## config.mk

```make
export PLATFORM = sky130hd
export DESIGN_NAME = kmac_entropy_top
export DESIGN_NICKNAME = d
export VERILOG_FILES = /design/src/design/kmac_entropy_pkg.sv /design/src/design/entropy_ctrl_fsm.sv /design/src/design/entropy_wait_timer.sv /design/src/design/entropy_hash_counter.sv /design/src/design/entropy_prng.sv /design/src/design/kmac_entropy_top.sv
export SDC_FILE = /design/constraint.sdc
export NUM_CORES = 1
export LEC_CHECK = 0
export ABC_AREA = 0
export BUFFER_PORTS_ARGS = -buffer_cell sky130_fd_sc_hd__buf_2
export CORE_MARGIN = 3
export CORE_UTILIZATION = 25
export CTS_CLUSTER_SIZE = 24
export DETAILED_ROUTE_END_ITERATION = 16
export HOLD_SLACK_MARGIN = 0.06
export PLACE_DENSITY_LB_ADDON = 0.12
export SYNTH_ARGS = -nofsm -noshare
export SYNTH_HDL_FRONTEND = slang
export SYNTH_SLANG_ARGS = --single-unit
```

## constraint.sdc

```tcl
create_clock -name clk_i -period 6.4 [get_ports clk_i]
set_input_delay 0.96 -clock clk_i [delete_from_list [all_inputs] [get_ports clk_i]]
set_output_delay 0.96 -clock clk_i [all_outputs]
set_load 0.02 [all_outputs]
```

## src/design/kmac_entropy_pkg.sv

```systemverilog
// KMAC entropy generator package
// Widths, handshake structs, error codes, FSM states and the LFSR step rule
// shared by the generator blocks
package kmac_entropy_pkg;

  // Widths with a meaning of their own
  localparam int unsigned SeedW      = 32;
  localparam int unsigned RandW      = 64;
  localparam int unsigned TimerW     = 16;
  localparam int unsigned PrescalerW = 10;
  localparam int unsigned HashCntW   = 10;
  localparam int unsigned ErrInfoW   = 24;

  typedef logic [SeedW-1:0]      seed_word_t;
  typedef logic [RandW-1:0]      rand_data_t;
  typedef logic [TimerW-1:0]     timer_val_t;
  typedef logic [PrescalerW-1:0] prescaler_t;
  typedef logic [HashCntW-1:0]   hash_cnt_t;

  typedef enum logic [1:0] {
    EntropyModeNone = 2'd0,
    EntropyModeEdn  = 2'd1,
    EntropyModeSw   = 2'd2
  } entropy_mode_e;

  typedef enum logic [2:0] {
    ErrNone             = 3'd0,
    ErrWaitTimerExpired = 3'd1,
    ErrIncorrectMode    = 3'd2
  } err_code_e;

  // Control FSM states, plain binary
  typedef enum logic [2:0] {
    StRandReset            = 3'd0,
    StRandReady            = 3'd1,
    StRandEdn              = 3'd2,
    StSwSeedWait           = 3'd3,
    StRandGenerate         = 3'd4,
    StRandErrWaitExpired   = 3'd5,
    StRandErrIncorrectMode = 3'd6,
    StRandErr              = 3'd7
  } rand_st_e;

  typedef struct packed {
    logic                valid;
    err_code_e           code;
    logic [ErrInfoW-1:0] info;
  } entropy_err_t;

  typedef struct packed {
    prescaler_t prescaler;
    timer_val_t limit;
  } timer_cfg_t;

  typedef struct packed {
    logic       ack;
    seed_word_t data;
  } edn_rsp_t;

  // FSM to PRNG strobes
  typedef struct packed {
    logic seed_load;
    logic seed_ack;
    logic advance;
    logic data_update;
    logic valid_clear;
  } prng_ctrl_t;

  localparam rand_data_t LfsrTaps         = 64'hD800_0000_0000_0000;
  localparam rand_data_t LfsrNonZero      = 64'h5A5A_C3C3_0F0F_9669;
  localparam rand_data_t BufferResetValue = 64'hA3C1_5E27_8B04_D96F;

  // One Galois step, LSB shifted out selects the feedback mask
  function automatic rand_data_t lfsr_step(rand_data_t state);
    rand_data_t shifted;
    shifted = state >> 1;
    return state[0] ? (shifted ^ LfsrTaps) : shifted;
  endfunction

endpackage

```

## src/design/entropy_ctrl_fsm.sv

```systemverilog
// Entropy control FSM
// Latches the entropy mode, sequences PRNG seeding from software or EDN,
// buffer updates and reseeds, and reports each error once
`timescale 1ns/1ps

module entropy_ctrl_fsm
  import kmac_entropy_pkg::*;
(
  input  logic          clk_i,
  input  logic          rst_ni,
  input  logic          entropy_ready_i,
  input  entropy_mode_e mode_i,
  input  logic          rand_consumed_i,
  input  logic          entropy_refresh_req_i,
  input  logic          threshold_hit_i,
  input  logic          seed_req_i,
  input  logic          seed_done_i,
  input  logic          seed_update_i,
  input  logic          edn_ack_i,
  input  logic          timer_expired_i,
  input  logic          timer_armed_i,
  input  timer_val_t    timer_count_i,
  input  logic          err_processed_i,
  output prng_ctrl_t    prng_ctrl_o,
  output logic          rand_valid_set_o,
  output logic          entropy_req_o,
  output entropy_mode_e mode_o,
  output logic          timer_enable_o,
  output logic          timer_update_o,
  output logic          threshold_clr_o,
  output entropy_err_t  err_o
);

  rand_st_e      state_q, state_d;
  entropy_mode_e mode_q;
  logic          mode_latch;

  ////////////////////////////////////////////////////////////////////////////
  // State and mode registers
  ////////////////////////////////////////////////////////////////////////////

  always_ff @(posedge clk_i or negedge rst_ni) begin
    if (!rst_ni) begin
      state_q <= StRandReset;
    end else begin
      state_q <= state_d;
    end
  end

  // Mode is held from leaving reset until the FSM comes back to reset
  always_ff @(posedge clk_i or negedge rst_ni) begin
    if (!rst_ni) begin
      mode_q <= EntropyModeNone;
    end else if (mode_latch) begin
      mode_q <= mode_i;
    end
  end

  assign mode_o = mode_q;

  ////////////////////////////////////////////////////////////////////////////
  // Next state and strobes
  ////////////////////////////////////////////////////////////////////////////

  always_comb begin
    state_d          = state_q;
    mode_latch       = 1'b0;
    prng_ctrl_o      = '0;
    rand_valid_set_o = 1'b0;
    entropy_req_o    = 1'b0;
    timer_enable_o   = 1'b0;
    timer_update_o   = 1'b0;
    threshold_clr_o  = 1'b0;
    err_o            = '{valid: 1'b0, code: ErrNone, info: '0};

    case (state_q)
      StRandReset: begin
        if (entropy_ready_i) begin
          // Drop the dummy entropy and take the configured mode
          prng_ctrl_o.valid_clear = 1'b1;
          mode_latch              = 1'b1;
          if (mode_i == EntropyModeSw) begin
            prng_ctrl_o.seed_load = 1'b1;
            state_d               = StSwSeedWait;
          end else if (mode_i == EntropyModeEdn) begin
            prng_ctrl_o.seed_load = 1'b1;
            timer_update_o        = 1'b1;
            state_d               = StRandEdn;
          end else begin
            state_d = StRandErrIncorrectMode;
          end
        end else begin
          // Dummy entropy so the core can run before software is set up
          rand_valid_set_o = 1'b1;
        end
      end

      StRandReady: begin
        if (rand_consumed_i) begin
          prng_ctrl_o.advance     = 1'b1;
          prng_ctrl_o.data_update = 1'b1;
          prng_ctrl_o.valid_clear = 1'b1;
          state_d                 = StRandGenerate;
        end else if ((mode_q == EntropyModeEdn) &&
                     (entropy_refresh_req_i || threshold_hit_i)) begin
          // Reseed from EDN, current buffer stays valid meanwhile
          prng_ctrl_o.seed_load = 1'b1;
          timer_update_o        = 1'b1;
          threshold_clr_o       = 1'b1;
          state_d               = StRandEdn;
        end
      end

      StRandEdn: begin
        entropy_req_o  = seed_req_i;
        timer_enable_o = 1'b1;
        if (timer_expired_i && timer_armed_i) begin
          state_d = StRandErrWaitExpired;
        end else if (seed_done_i) begin
          prng_ctrl_o.advance     = 1'b1;
          prng_ctrl_o.data_update = 1'b1;
          prng_ctrl_o.valid_clear = 1'b1;
          state_d                 = StRandGenerate;
        end else if (edn_ack_i) begin
          prng_ctrl_o.seed_ack = 1'b1;
        end
      end

      StSwSeedWait: begin
        // One word per software pulse
        prng_ctrl_o.seed_ack = seed_req_i & seed_update_i;
        if (seed_done_i) begin
          prng_ctrl_o.advance     = 1'b1;
          prng_ctrl_o.data_update = 1'b1;
          prng_ctrl_o.valid_clear = 1'b1;
          state_d                 = StRandGenerate;
        end
      end

      StRandGenerate: begin
        // Buffer was loaded on the way in
        rand_valid_set_o = 1'b1;
        state_d          = StRandReady;
      end

      StRandErrWaitExpired: begin
        err_o   = '{valid: 1'b1, code: ErrWaitTimerExpired,
                    info: ErrInfoW'(timer_count_i)};
        state_d = StRandErr;
      end

      StRandErrIncorrectMode: begin
        err_o   = '{valid: 1'b1, code: ErrIncorrectMode, info: ErrInfoW'(mode_q)};
        state_d = StRandErr;
      end

      StRandErr: begin
        // Keep serving so a running hash can finish
        rand_valid_set_o        = 1'b1;
        prng_ctrl_o.advance     = rand_consumed_i;
        prng_ctrl_o.data_update = rand_consumed_i;
        if (err_processed_i) begin
          state_d = StRandReset;
        end
      end

      default: begin
        state_d = StRandReset;
      end
    endcase
  end

endmodule

```

## src/design/entropy_wait_timer.sv

```systemverilog
// EDN wait timer
// Prescaled down-counter started on each EDN request phase, raises a
// sticky expired flag once the limit has run out
`timescale 1ns/1ps

module entropy_wait_timer
  import kmac_entropy_pkg::*;
(
  input  logic       clk_i,
  input  logic       rst_ni,
  input  timer_cfg_t cfg_i,
  input  logic       enable_i,
  input  logic       update_i,
  output logic       expired_o,
  output logic       armed_o,
  output timer_val_t count_o
);

  prescaler_t presc_reload_q;
  prescaler_t presc_cnt_q;
  timer_val_t count_q;
  logic       tick;

  always_ff @(posedge clk_i or negedge rst_ni) begin
    if (!rst_ni) begin
      presc_reload_q <= '0;
      armed_o        <= 1'b0;
    end else if (update_i) begin
      presc_reload_q <= cfg_i.prescaler;
      // Zero limit turns the timer off
      armed_o        <= |cfg_i.limit;
    end
  end

  // Prescaler wraps every reload+1 enabled cycles
  always_ff @(posedge clk_i or negedge rst_ni) begin
    if (!rst_ni) begin
      presc_cnt_q <= '0;
    end else if (update_i) begin
      presc_cnt_q <= cfg_i.prescaler;
    end else if (enable_i) begin
      presc_cnt_q <= (presc_cnt_q == '0) ? presc_reload_q : presc_cnt_q - 1'b1;
    end
  end

  assign tick = enable_i && (presc_cnt_q == '0);

  always_ff @(posedge clk_i or negedge rst_ni) begin
    if (!rst_ni) begin
      count_q   <= '0;
      expired_o <= 1'b0;
    end else if (update_i) begin
      count_q   <= cfg_i.limit;
      expired_o <= 1'b0;
    end else if (tick) begin
      if (count_q != '0) begin
        count_q <= count_q - 1'b1;
      end else begin
        // Sticky until the next update
        expired_o <= 1'b1;
      end
    end
  end

  assign count_o = count_q;

endmodule

```

## src/design/entropy_hash_counter.sv

```systemverilog
// Hash operation counter
// Counts completed key blocks and latches a threshold hit that asks the
// FSM for an EDN reseed
`timescale 1ns/1ps

module entropy_hash_counter
  import kmac_entropy_pkg::*;
(
  input  logic      clk_i,
  input  logic      rst_ni,
  input  logic      in_keyblock_i,
  input  logic      clr_i,
  input  logic      refresh_i,
  input  hash_cnt_t threshold_i,
  input  logic      threshold_clr_i,
  output hash_cnt_t hash_cnt_o,
  output logic      threshold_hit_o
);

  logic keyblock_q;
  logic cnt_en;
  logic cnt_clr;
  logic threshold_hit;

  always_ff @(posedge clk_i or negedge rst_ni) begin
    if (!rst_ni) begin
      keyblock_q <= 1'b0;
    end else begin
      keyblock_q <= in_keyblock_i;
    end
  end

  // Falling edge marks the end of one hash operation
  assign cnt_en = keyblock_q && !in_keyblock_i;

  // Zero threshold never hits
  assign threshold_hit = (threshold_i != '0) && (hash_cnt_o >= threshold_i);
  assign cnt_clr       = clr_i || refresh_i || threshold_hit;

  always_ff @(posedge clk_i or negedge rst_ni) begin
    if (!rst_ni) begin
      hash_cnt_o <= '0;
    end else if (cnt_clr) begin
      hash_cnt_o <= '0;
    end else if (cnt_en) begin
      hash_cnt_o <= hash_cnt_o + 1'b1;
    end
  end

  // Hit held until the FSM starts the reseed
  always_ff @(posedge clk_i or negedge rst_ni) begin
    if (!rst_ni) begin
      threshold_hit_o <= 1'b0;
    end else if (threshold_clr_i) begin
      threshold_hit_o <= 1'b0;
    end else if (threshold_hit) begin
      threshold_hit_o <= 1'b1;
    end
  end

endmodule

```

## src/design/entropy_prng.sv

```systemverilog
// Seedable PRNG with output buffer
// 64-bit Galois LFSR seeded word by word from software or EDN, with a
// buffered random output and its valid flag
`timescale 1ns/1ps

module entropy_prng
  import kmac_entropy_pkg::*;
#(
  parameter int unsigned SeedWords = 2
) (
  input  logic          clk_i,
  input  logic          rst_ni,
  input  prng_ctrl_t    ctrl_i,
  input  entropy_mode_e mode_i,
  input  seed_word_t    sw_seed_i,
  input  seed_word_t    edn_seed_i,
  input  logic          rand_consumed_i,
  input  logic          valid_set_i,
  output logic          seed_req_o,
  output logic          seed_done_o,
  output rand_data_t    rand_data_o,
  output logic          rand_valid_o
);

  localparam int unsigned CntW = $clog2(SeedWords + 1);

  logic [CntW-1:0] seed_cnt_q;
  logic            seeding_q;
  logic            seed_take;
  logic            last_word;
  seed_word_t      seed_word;
  rand_data_t      lfsr_q, lfsr_seeded, lfsr_adv;

  ////////////////////////////////////////////////////////////////////////////
  // Seeding
  ////////////////////////////////////////////////////////////////////////////

  assign seed_word   = (mode_i == EntropyModeSw) ? sw_seed_i : edn_seed_i;
  assign seed_req_o  = seeding_q && (seed_cnt_q != CntW'(SeedWords));
  assign seed_done_o = seeding_q && (seed_cnt_q == CntW'(SeedWords));
  assign seed_take   = ctrl_i.seed_ack && seed_req_o;
  assign last_word   = seed_cnt_q == CntW'(SeedWords - 1);

  // New word enters at the bottom, older words move up
  assign lfsr_seeded = {lfsr_q[RandW-SeedW-1:0], seed_word};
  assign lfsr_adv    = lfsr_step(lfsr_q);

  always_ff @(posedge clk_i or negedge rst_ni) begin
    if (!rst_ni) begin
      seeding_q  <= 1'b0;
      seed_cnt_q <= '0;
    end else if (ctrl_i.seed_load) begin
      seeding_q  <= 1'b1;
      seed_cnt_q <= '0;
    end else if (seed_take) begin
      seed_cnt_q <= seed_cnt_q + 1'b1;
    end else if (ctrl_i.data_update) begin
      // First buffer load ends the seeding phase
      seeding_q <= 1'b0;
    end
  end

  // An all-zero state would lock the LFSR
  always_ff @(posedge clk_i or negedge rst_ni) begin
    if (!rst_ni) begin
      lfsr_q <= LfsrNonZero;
    end else if (ctrl_i.seed_load) begin
      lfsr_q <= '0;
    end else if (seed_take) begin
      lfsr_q <= (last_word && lfsr_seeded == '0) ? LfsrNonZero : lfsr_seeded;
    end else if (ctrl_i.advance) begin
      lfsr_q <= lfsr_adv;
    end
  end

  ////////////////////////////////////////////////////////////////////////////
  // Output buffer and valid
  ////////////////////////////////////////////////////////////////////////////

  // Buffer takes the state after this cycle's step
  always_ff @(posedge clk_i or negedge rst_ni) begin
    if (!rst_ni) begin
      rand_data_o <= BufferResetValue;
    end else if (ctrl_i.data_update) begin
      rand_data_o <= lfsr_adv;
    end
  end

  // Set wins over both clears
  always_ff @(posedge clk_i or negedge rst_ni) begin
    if (!rst_ni) begin
      rand_valid_o <= 1'b0;
    end else if (valid_set_i) begin
      rand_valid_o <= 1'b1;
    end else if (ctrl_i.valid_clear || rand_consumed_i) begin
      rand_valid_o <= 1'b0;
    end
  end

endmodule

```

## src/design/kmac_entropy_top.sv

```systemverilog
// KMAC entropy generator top level
// Holds the EDN request until acknowledged and ties the control FSM,
// wait timer, hash counter and PRNG together
`timescale 1ns/1ps

module kmac_entropy_top
  import kmac_entropy_pkg::*;
#(
  parameter int unsigned SeedWords = 2
) (
  input  logic          clk_i,
  input  logic          rst_ni,
  input  edn_rsp_t      entropy_rsp_i,
  input  logic          rand_consumed_i,
  input  logic          in_keyblock_i,
  input  entropy_mode_e mode_i,
  input  logic          entropy_ready_i,
  input  logic          seed_update_i,
  input  seed_word_t    seed_data_i,
  input  logic          entropy_refresh_req_i,
  input  timer_cfg_t    timer_cfg_i,
  input  logic          hash_cnt_clr_i,
  input  hash_cnt_t     hash_threshold_i,
  input  logic          err_processed_i,
  output logic          entropy_req_o,
  output logic          rand_valid_o,
  output rand_data_t    rand_data_o,
  output hash_cnt_t     hash_cnt_o,
  output entropy_err_t  err_o
);

  prng_ctrl_t    prng_ctrl;
  entropy_mode_e mode_q;
  timer_val_t    timer_count;
  logic          fsm_req, req_hold_q, edn_ack;
  logic          seed_req, seed_done, valid_set;
  logic          timer_enable, timer_update, timer_expired, timer_armed;
  logic          threshold_hit, threshold_clr;

  // Request stays up until EDN answers, even if the FSM moved on
  assign entropy_req_o = fsm_req || req_hold_q;
  assign edn_ack       = entropy_rsp_i.ack && entropy_req_o;

  always_ff @(posedge clk_i or negedge rst_ni) begin
    if (!rst_ni) begin
      req_hold_q <= 1'b0;
    end else begin
      req_hold_q <= (req_hold_q || fsm_req) && !entropy_rsp_i.ack;
    end
  end

  entropy_ctrl_fsm u_ctrl_fsm (
    .clk_i, .rst_ni, .entropy_ready_i, .mode_i, .rand_consumed_i, .entropy_refresh_req_i,
    .threshold_hit_i(threshold_hit), .seed_req_i(seed_req), .seed_done_i(seed_done),
    .seed_update_i, .edn_ack_i(edn_ack), .timer_expired_i(timer_expired),
    .timer_armed_i(timer_armed), .timer_count_i(timer_count), .err_processed_i,
    .prng_ctrl_o(prng_ctrl), .rand_valid_set_o(valid_set), .entropy_req_o(fsm_req),
    .mode_o(mode_q), .timer_enable_o(timer_enable), .timer_update_o(timer_update),
    .threshold_clr_o(threshold_clr), .err_o
  );

  entropy_wait_timer u_wait_timer (
    .clk_i, .rst_ni, .cfg_i(timer_cfg_i), .enable_i(timer_enable), .update_i(timer_update),
    .expired_o(timer_expired), .armed_o(timer_armed), .count_o(timer_count)
  );

  entropy_hash_counter u_hash_counter (
    .clk_i, .rst_ni, .in_keyblock_i, .clr_i(hash_cnt_clr_i), .refresh_i(entropy_refresh_req_i),
    .threshold_i(hash_threshold_i), .threshold_clr_i(threshold_clr), .hash_cnt_o,
    .threshold_hit_o(threshold_hit)
  );

  entropy_prng #(.SeedWords(SeedWords)) u_prng (
    .clk_i, .rst_ni, .ctrl_i(prng_ctrl), .mode_i(mode_q), .sw_seed_i(seed_data_i),
    .edn_seed_i(entropy_rsp_i.data), .rand_consumed_i, .valid_set_i(valid_set),
    .seed_req_o(seed_req), .seed_done_o(seed_done), .rand_data_o, .rand_valid_o
  );

endmodule

```

=== After elaboration in Yosys (flattened, before gate mapping) ===
Index checks and enable logic that the tools add are counted.

* Register bits: 188
* Input bits: 112
* Word-level logic and storage cells: 141

* Add/sub/neg operators: 4
* Magnitude comparators: 1
* Eq/ne operators: 19
* Muxes and demuxes: 60
* Bitwise operators: 2
* Reduce and logical (&&, ||, !) cells: 39

{| class="wikitable"
|+ Operators with widths
! cell !! number
|-
| $mux W64 || 5
|-
| $logic_not A64 Y1 || 1
|-
| $pmux W28 S2 || 1
|-
| $mux W10 || 5
|-
| $mux W16 || 3
|-
| $mux W32 || 1
|-
| $mux W3 || 10
|-
| $mux W1 || 25
|-
| $pmux W3 S7 || 1
|-
| $reduce_bool A16 Y1 || 1
|-
| $reduce_bool A2 Y1 || 8
|-
| $reduce_or A16 Y1 || 1
|-
| $sub A16 B1 Y16 const B || 1
|-
| $eq A3 B3 Y1 const B || 4
|-
| $logic_and A1 B1 Y1 || 11
|-
| $add A10 B1 Y10 const B || 1
|-
| $ge A10 B10 Y1 || 1
|-
| $logic_not A10 Y1 || 1
|-
| $ne A2 B2 Y1 const B || 5
|-
| $reduce_bool A10 Y1 || 1
|-
| $sub A10 B1 Y10 const B || 1
|-
| $pmux W1 S2 || 4
|-
| $pmux W2 S4 || 1
|-
| $eq A2 B1 Y1 const B || 3
|-
| other kinds (17) || 29
|}

=== Longest topological paths before layout ===
Gate-level depths: netlist (run 1).

* Word-level depth: 12
* Depth in mapped cells: 10

=== Cells and area by module ===
A second synthesis (run 1) with hierarchy kept.

* Cells, all modules: 1034
* Area, all modules: 10127.2 sq um

{| class="wikitable"
|+ By module, submodules not included
! module !! times used !! cells an instance !! area each (sq um) !! seq. area each (sq um)
|-
| entropy_prng || 1 || 574 || 6179.7 || 3383.2
|-
| entropy_wait_timer || 1 || 263 || 2314.7 || 950.9
|-
| entropy_hash_counter || 1 || 90 || 817.0 || 300.3
|-
| entropy_ctrl_fsm || 1 || 103 || 767.0 || 125.1
|-
| kmac_entropy_top || 1 || 4 || 48.8 || 25.0
|}

=== Worst setup path after synthesis (run 1) ===
No wires, ideal clock.

* Kind: flip-flop to output port
* From: reg u_ctrl_fsm.state_q[0]
* To: out err_o[14] (netlist name)
* Data arrival time: 1.676 ns
* Data required time: 5.440 ns
* Slack: 3.764 ns
* Stages on the path, launching flop included: 6
* Path buffers: 2
* Cells stage by stage: dfrtp_1 -> clkbuf_1 -> nand2_1 -> nor2_1 -> clkbuf_1 -> and2_1

{| class="wikitable"
|+ RTL lines
! item !! RTL line !! RTL
|-
| from (decl) || entropy_ctrl_fsm.sv:34 || <nowiki>rand_st_e state_q, state_d;</nowiki>
|-
| from (signal assigned) || entropy_ctrl_fsm.sv:44 || <nowiki>state_q <= StRandReset;</nowiki>
|-
| from (signal assigned) || entropy_ctrl_fsm.sv:46 || <nowiki>state_q <= state_d;</nowiki>
|-
| to (decl) || kmac_entropy_top.sv:29 || <nowiki>output entropy_err_t err_o</nowiki>
|}

=== Final worst setup path (run 1) ===
* From: reg u_ctrl_fsm.mode_q[0], in the netlist u_ctrl_fsm.mode_o[0]
* To: reg u_prng.lfsr_q[54]

* Longest elaborated chain between the ends: 7

{| class="wikitable"
|+ RTL lines
! item !! RTL line !! RTL
|-
| from (decl) || entropy_ctrl_fsm.sv:35 || <nowiki>entropy_mode_e mode_q;</nowiki>
|-
| from (signal assigned) || entropy_ctrl_fsm.sv:53 || <nowiki>mode_q <= EntropyModeNone;</nowiki>
|-
| from (signal assigned) || entropy_ctrl_fsm.sv:55 || <nowiki>mode_q <= mode_i;</nowiki>
|-
| $eq A2 B2 Y1 || entropy_prng.sv:38 || <nowiki>assign seed_word = (mode_i == EntropyModeSw) ? sw_seed_i : edn_seed_i;</nowiki>
|-
| $mux W32 || entropy_prng.sv:38 ||
|-
| $logic_not A64 Y1 || entropy_prng.sv:70 || <nowiki>lfsr_q <= (last_word && lfsr_seeded == '0) ? LfsrNonZero : lfsr_seeded;</nowiki>
|-
| $logic_and A1 B1 Y1 || entropy_prng.sv:70 ||
|-
| $mux W64 || entropy_prng.sv:70 ||
|-
| $mux W64 || entropy_prng.sv:69 || <nowiki>end else if (seed_take) begin</nowiki>
|-
| $mux W64 || entropy_prng.sv:67 || <nowiki>end else if (ctrl_i.seed_load) begin</nowiki>
|-
| to (signal assigned) || entropy_prng.sv:66 || <nowiki>lfsr_q <= LfsrNonZero;</nowiki>
|-
| to (signal assigned) || entropy_prng.sv:70 ||
|-
| to (signal assigned) || entropy_prng.sv:72 || <nowiki>lfsr_q <= lfsr_adv;</nowiki>
|-
| to (decl) || entropy_prng.sv:32 || <nowiki>rand_data_t lfsr_q, lfsr_seeded, lfsr_adv;</nowiki>
|}

Several ways; a longest one is shown, not always the timed one.
A chain may end at the register's enable or synchronous reset.

==> results.sh, run 1 <==
export IMPL_synth_distinct_cells=68
export IMPL_p_leak_nw=5.39
export IMPL_drt_wl_total_um=35100
export IMPL_finalHoldViolations=0
export IMPL_seq_area_frac_synth_pct=47.3
export IMPL_synth_edf_count=0
export IMPL_final_core_util_pct=30.8
export IMPL_start_util_pct=25.4
export IMPL_rr_startpoint="u_ctrl_fsm.mode_o[0]"
export IMPL_gp_congestion=0.796
export IMPL_avgSynthCellArea_um2=8.85
export IMPL_clk_insertion_delay_late_ps=450
export IMPL_dieHeight_um=207
export IMPL_combPwrFrac_pct=42.0
export IMPL_worstPathRequired_ps=6760
export IMPL_ir_drop_v=0.000228
export IMPL_clkTransAtPathRegs_ps=80
export IMPL_drt_iter0_markers=529
export IMPL_rows=73
export IMPL_cts_sinks=188
export IMPL_rr_worst_depth=6
export IMPL_pre_cts_slack_ps=2540
export IMPL_die_x_um=207
export IMPL_clkPwrFrac_pct=18.1
export IMPL_routedWlPerCell_um=19.0
export IMPL_cts_setup_buffers=0
export IMPL_io_buffers=206
export IMPL_clk_path_buf_depth=2
export IMPL_cp_max_fo=28
export IMPL_pwr_density_cell_mw_per_mm2=511
export IMPL_worst_pin_slew_ps=1190
export IMPL_status="finished, final reports clean"
export IMPL_syn_area_mm2=0.0101
export IMPL_htree_num_levels=4
export IMPL_slew_viol_final=0
export IMPL_final_cell_mix="nand2_1 (284), buf_2 (205), dfrtp_1 (124), o21ai_0 (84), dfstp_2 (64)"
export IMPL_post_cts_resized=0
export IMPL_setup_tns_final_ps=0
export IMPL_io_pins=216
export IMPL_synth_ff_type="dfrtp_1"
export IMPL_final_setup_skew_ps=19.1
export IMPL_fin_crit_sh_pct=57.2
export IMPL_path_class="reg -> reg"
export IMPL_total_power_mw=6.27
export IMPL_layout_cells_non_filler=1846
export IMPL_synth_seq_cells=188
export IMPL_syn_to_final_growth_pct=21.2
export IMPL_cts_root_buf="clkbuf_16"
export IMPL_design_area_mm2=0.0123
export IMPL_timing_final_ws_setup_ps=2740
export IMPL_max_slew_margin_pct=20.6
export IMPL_track_usage_pct=16.3
export IMPL_nNetsFinal=1436
export IMPL_place_inst=1813
export IMPL_cts_tree="done"
export IMPL_start_kind="flop"
export IMPL_seqPwrFrac_pct=39.9
export IMPL_die_area_mm2=0.0429
export IMPL_critPathLaunch="u_ctrl_fsm.mode_o[0]"
export IMPL_cap_violations=0
export IMPL_grt_max_degree=152
export IMPL_placed_area_mm2=0.0116
export IMPL_rsz0062_at_grt="false"
export IMPL_critPathArrivalTime_ps=4020
export IMPL_fmax_ghz=0.273
export IMPL_dr_pass1_iters=5
export IMPL_crit_path_end_kind="flop"
export IMPL_switching_share_pct=43.8
export IMPL_hold_class="in -> async"
export IMPL_cts_hold_buffers=0
export IMPL_internal_power_mw=3.52
export IMPL_net_switching_power_mw=2.75
export IMPL_whs_ps=427
export IMPL_drive_gt1_share_pct=26.9
export IMPL_hpwl_um=24800
export IMPL_setup_viol=0
export IMPL_postRouteAntennaNets=0
export IMPL_dr_total_vias=9055
export IMPL_netlist_instances=1142
export IMPL_fin_crit_ps=3660
export IMPL_core_area_mm2=0.0398
export IMPL_mostFrequentLayoutCell="nand2_1"
export IMPL_grt_pass1_vias=9278
export IMPL_antenna_found_initial=2
export IMPL_vias_per_cell=4.91
export IMPL_yosys_warnings=0
export IMPL_cts_buffers=17
export IMPL_drc=0
export IMPL_grt_pass1_wl_um=55700
export IMPL_grt_overflow=0
export IMPL_async_reset_ff_share_pct=100
[area by class of cell]
| cell class | count | area [um^2] |
|---|---|---|
| fillers | 4341 | 27600 |
| inverters | 27 | 101 |
| flip-flops and latches | 188 | 4780 |
| diodes | 2 | 5.00 |
| clock inverters | 12 | 140 |
| clock buffers | 19 | 475 |
| multi-input cells | 855 | 4950 |
| well taps | 525 | 657 |
| repair buffers | 218 | 1140 |
[worst max-delay path, stage by stage (launching register included)]
cell and delay, ps:
dfrtp_1 440, nor2b_4 590, buf_4 400, mux2i_1 110, a2111oi_0 580, nand4_1 1000, a31oi_1 430
[sequential cells by signal (all words and copies together), names as in the netlist]
| signal | cells |
|---|---|
| u_wait_timer.expired_o | 1 |
| u_prng.seed_cnt_q | 2 |
| u_prng.seeding_q | 1 |
| u_wait_timer.presc_reload_q | 10 |
| u_wait_timer.presc_cnt_q | 10 |
| u_wait_timer.count_o | 16 |
| u_hash_counter.keyblock_q | 1 |
| req_hold_q | 1 |
| u_ctrl_fsm.mode_o | 2 |
| u_prng.rand_valid_o | 1 |
| u_hash_counter.hash_cnt_o | 10 |
| u_ctrl_fsm.state_q | 3 |
| u_prng.rand_data_o | 64 |
| u_hash_counter.threshold_hit_o | 1 |
| u_wait_timer.armed_o | 1 |
| u_prng.lfsr_q | 64 |
[synth_stat cells, types with 17 or more instances]
library cell / instances / area, um^2
and2_1: 17 / 106
clkbuf_1: 59 / 221
dfstp_2: 64 / 1680
ha_1: 17 / 213
a31oi_1: 28 / 175
nor2_1: 43 / 161
nand2_1: 285 / 1070
nor2b_1: 19 / 119
a2bb2oi_1: 43 / 377
nor3_1: 29 / 145
dfrtp_1: 124 / 3100
mux2_2: 20 / 225
inv_1: 27 / 101
o21ai_0: 84 / 420
nand3_1: 28 / 140
nor4_1: 29 / 181
a21oi_1: 34 / 170
a211oi_1: 17 / 128
[logic make-up (layout without fill, tap and decap cells)]
logic type,count (synthesis),count (layout),synth area share [%]
other,1,11,0.0371
XOR/XNOR,17,17,1.47
flip-flops,188,188,47.3
AND/OR/NAND/NOR,519,519,24.0
multiplexers,27,27,2.92
AO/OA/AOI/OAI,266,266,17.7
adder cells (fa/ha/maj),17,17,2.10
buffers and inverters,107,276,4.50
[worst paths after layout]
| kind | to | slack (ps) |
|---|---|---|
| setup / recovery | u_prng.lfsr_q[54] | 2740 |
| hold / removal | u_wait_timer.presc_cnt_q[5] | 430 |
| setup reg to reg | u_prng.lfsr_q[54] | 2740 |
| hold reg to reg | u_prng.rand_data_o[34] | 450 |
| max in group asynchronous | u_hash_counter.hash_cnt_o[6] | 4750 |
| min in group clk_i | u_prng.rand_data_o[34] | 450 |
[metal layers]
layer | vias up | GRT usage (%) | share of wire, %
li1 | 4370 | - | -
met1 | 4463 | 22.5 | 47
met2 | 205 | 26.2 | 47
met3 | 15 | 4.09 | 5.2
met4 | 2 | 3.02 | 0.79
met5 | - | 0 | 0.037
[power groups by stage]
stage               sequential, mW  combinational [mW]  clock (mW)
floorplan                     2.51                1.70           0
global placement              2.52                2.66           0
detailed placement            2.51                2.69           0
CTS                           2.50                2.70        1.18
global route                  2.59                2.98        1.23
finish                        2.50                2.63        1.13
No activity file was read; power rests on OpenSTA's default activity.
==> run 2: changes to the inputs <==
- ABC_AREA: 0 -> 1
- clock period: 6.4 -> 3.7 ns (I/O delays scaled with it)
==> results.sh, run 2 <==
export IMPL_status="finished, final reports clean"
export IMPL_drc=0
export IMPL_vias_per_cell=4.45
export IMPL_synth_top_cells_by_count="nand2_1 (400), inv_1 (184), o21ai_0 (165)"
export IMPL_clk_path_buf_depth=2
export IMPL_worst_pin_slew_ps=967
export IMPL_avgSynthCellArea_um2=7.47
export IMPL_path_class="reg -> out"
export IMPL_mostFrequentLayoutCell="nand2_1"
export IMPL_slew_viol_final=0
export IMPL_die_x_um=208
export IMPL_critPathArrivalTime_ps=2340
export IMPL_fmax_ghz=0.345
export IMPL_path_cells="inv_1 -> nand2_1 -> nor2_1 -> inv_1 -> o22ai_1 -> buf_2"
export IMPL_synth_seq_cells=188
export IMPL_synth_distinct_cells=43
export IMPL_cts_tree="done"
export IMPL_synthTopCellsByArea="dfrtp_1 (30%), dfstp_2 (16%), nand2_1 (15%)"
export IMPL_final_setup_skew_ps=18.2
export IMPL_hold_class="in -> async"
export IMPL_postRouteAntennaNets=0
export IMPL_async_reset_ff_share_pct=100
export IMPL_p_leak_nw=6.33
export IMPL_antenna_found_initial=3
export IMPL_clk_insertion_delay_late_ps=460
export IMPL_crit_path_end_kind="output port"
export IMPL_netlist_area_leader_share_pct=30.4
export IMPL_htree_num_levels=4
export IMPL_dr_pass1_iters=5
export IMPL_grt_overflow=0
export IMPL_post_cts_resized=0
export IMPL_final_cell_mix="nand2_1 (400), buf_2 (205), inv_1 (183), o21ai_0 (165), nor2_1 (127)"
export IMPL_placed_area_mm2=0.0117
export IMPL_start_kind="flop"
export IMPL_cp_max_fo=16
export IMPL_pwr_density_cell_mw_per_mm2=867
export IMPL_setup_viol=0
export IMPL_pre_cts_slack_ps=924
export IMPL_drt_iter0_markers=538
export IMPL_grt_pass1_wl_um=56000
export IMPL_cpMaxStageDelayCell="dfrtp_1"
export IMPL_grt_pass1_vias=9219
export IMPL_fillers=4473
export IMPL_max_slew_margin_pct=35.3
export IMPL_fin_crit_ps=2890
export IMPL_die_area_mm2=0.0433
export IMPL_cts_setup_buffers=0
export IMPL_total_power_mw=10.7
export IMPL_cts_buffers=17
export IMPL_synth_ff_type="dfrtp_1"
export IMPL_io_pins=216
export IMPL_final_core_util_pct=30.9
export IMPL_seq_area_frac_synth_pct=46.9
export IMPL_setup_tns_final_ps=0
export IMPL_dr_total_vias=9288
export IMPL_slowest_delay_ps=470
export IMPL_nNetsFinal=1676
export IMPL_yosysTopAreaCell="dfrtp_1"
export IMPL_syn_to_final_growth_pct=21.0
export IMPL_yosysMostFrequentCell="nand2_1"
export IMPL_crit_top_cell="inv_1"
export IMPL_grt_max_degree=150
export IMPL_syn_area_mm2=0.0102
export IMPL_dieHeight_um=208
export IMPL_timing_final_ws_setup_ps=805
export IMPL_design_area_mm2=0.0124
export IMPL_fin_crit_sh_pct=78.2
export IMPL_synth_edf_count=0
export IMPL_track_usage_pct=16.6
export IMPL_yosys_warnings=0
export IMPL_io_buffers=206
export IMPL_cts_sinks=188
export IMPL_cap_violations=0
export IMPL_clkTransAtPathRegs_ps=80
export IMPL_drive_gt1_share_pct=21.3
export IMPL_ir_drop_v=0.000354
export IMPL_rows=73
export IMPL_core_area_mm2=0.0400
export IMPL_rsz0062_at_grt="false"
export IMPL_gp_congestion=0.797
export IMPL_finalHoldViolations=0
export IMPL_worstPathRequired_ps=3140
export IMPL_drt_wl_total_um=35900
export IMPL_hpwl_um=26700
export IMPL_cts_hold_buffers=0
export IMPL_start_util_pct=25.5
export IMPL_netlist_instances=1366
export IMPL_routedWlPerCell_um=17.2
export IMPL_cts_root_buf="clkbuf_16"
run 2: cell count changes in the layout (fill, tap and decap cells not counted), sizes merged, moves of 16 or more:
cell | before | now
inv | 35 | 194
nand2 | 285 | 403
o21ai | 84 | 179
nor2 | 43 | 130
a2bb2oi | 43 | 0
o22ai | 3 | 32
nor3 | 31 | 6
a31oi | 28 | 5
nor4 | 29 | 6
mux2 | 20 | 0
nor2b | 19 | 0
a211oi | 17 | 0
and2 | 17 | 1
run 2: cells by family after synthesis:
logic type               count (synthesis)  share of synthesized area, %
AND/OR/NAND/NOR                        604                          24.0
AO/OA/AOI/OAI                          276                          14.5
buffers and inverters                  258                          10.6
flip-flops                             188                          46.9
XOR/XNOR                                21                          1.80
adder cells (fa/ha/maj)                 17                          2.08
other                                    1                        0.0367
multiplexers                             1                        0.0981
run 2: power by group:
| group | internal [mW] | leakage (nW) | switching [mW] |
|---|---|---|---|
| sequential | 3.21 | 2.23 | 0.560 |
| clock | 0.970 | 0.294 | 0.958 |
| combinational | 1.55 | 3.81 | 3.46 |
| total | 5.73 | 6.33 | 4.98 |
run 2: through the flow:
stage,hold WS (ps),std cells
after floorplan,259,1374
after global placement,452,2053
after detailed placement,453,2053
after CTS,136,2085
after global routing,149,2087
final,116,2087
run 2: final cells by class:
type	count	area (um^2)	area share (%)
inverters	189	711	5.75
clock inverters	15	180	1.46
clock buffers	17	425	3.44
diodes	2	5.00	0.0405
repair buffers	223	1220	9.86
multi-input cells	928	4370	35.4
well taps	525	657	5.32
flip-flops and latches	188	4780	38.7
run 2: per-layer routing:
layer | wire length [um] | track usage, % | vias up
li1 | - | - | 4698
met1 | 16800 | 22.5 | 4395
met2 | 17500 | 27.9 | 176
met3 | 1290 | 2.85 | 17
met4 | 313 | 3.44 | 2
met5 | 13 | 0 | -
run 2: final timing paths:
path | cells after the start | slack [ps] | from | endpoint
setup / recovery | 6 | 810 | u_ctrl_fsm.state_q[1] | err_o[1]
hold / removal | 1 | 120 | rst_ni | u_wait_timer.count_o[10]
setup reg to reg | 11 | 940 | u_ctrl_fsm.mode_o[0] | u_prng.lfsr_q[26]
hold reg to reg | 2 | 460 | u_prng.rand_data_o[63] | u_prng.rand_data_o[63]
max in group asynchronous | 2 | 2730 | rst_ni | u_prng.lfsr_q[24]
min in group clk_i | 1 | 230 | in_keyblock_i | u_hash_counter.keyblock_q
run 2: worst max-delay path: cells and delay by family, from the launching register on:
kind | cells | cell delay, ps
AO/OA/AOI/OAI | 1 | 310
buffers and inverters | 3 | 700
flip-flops | 1 | 470
AND/OR/NAND/NOR | 2 | 410
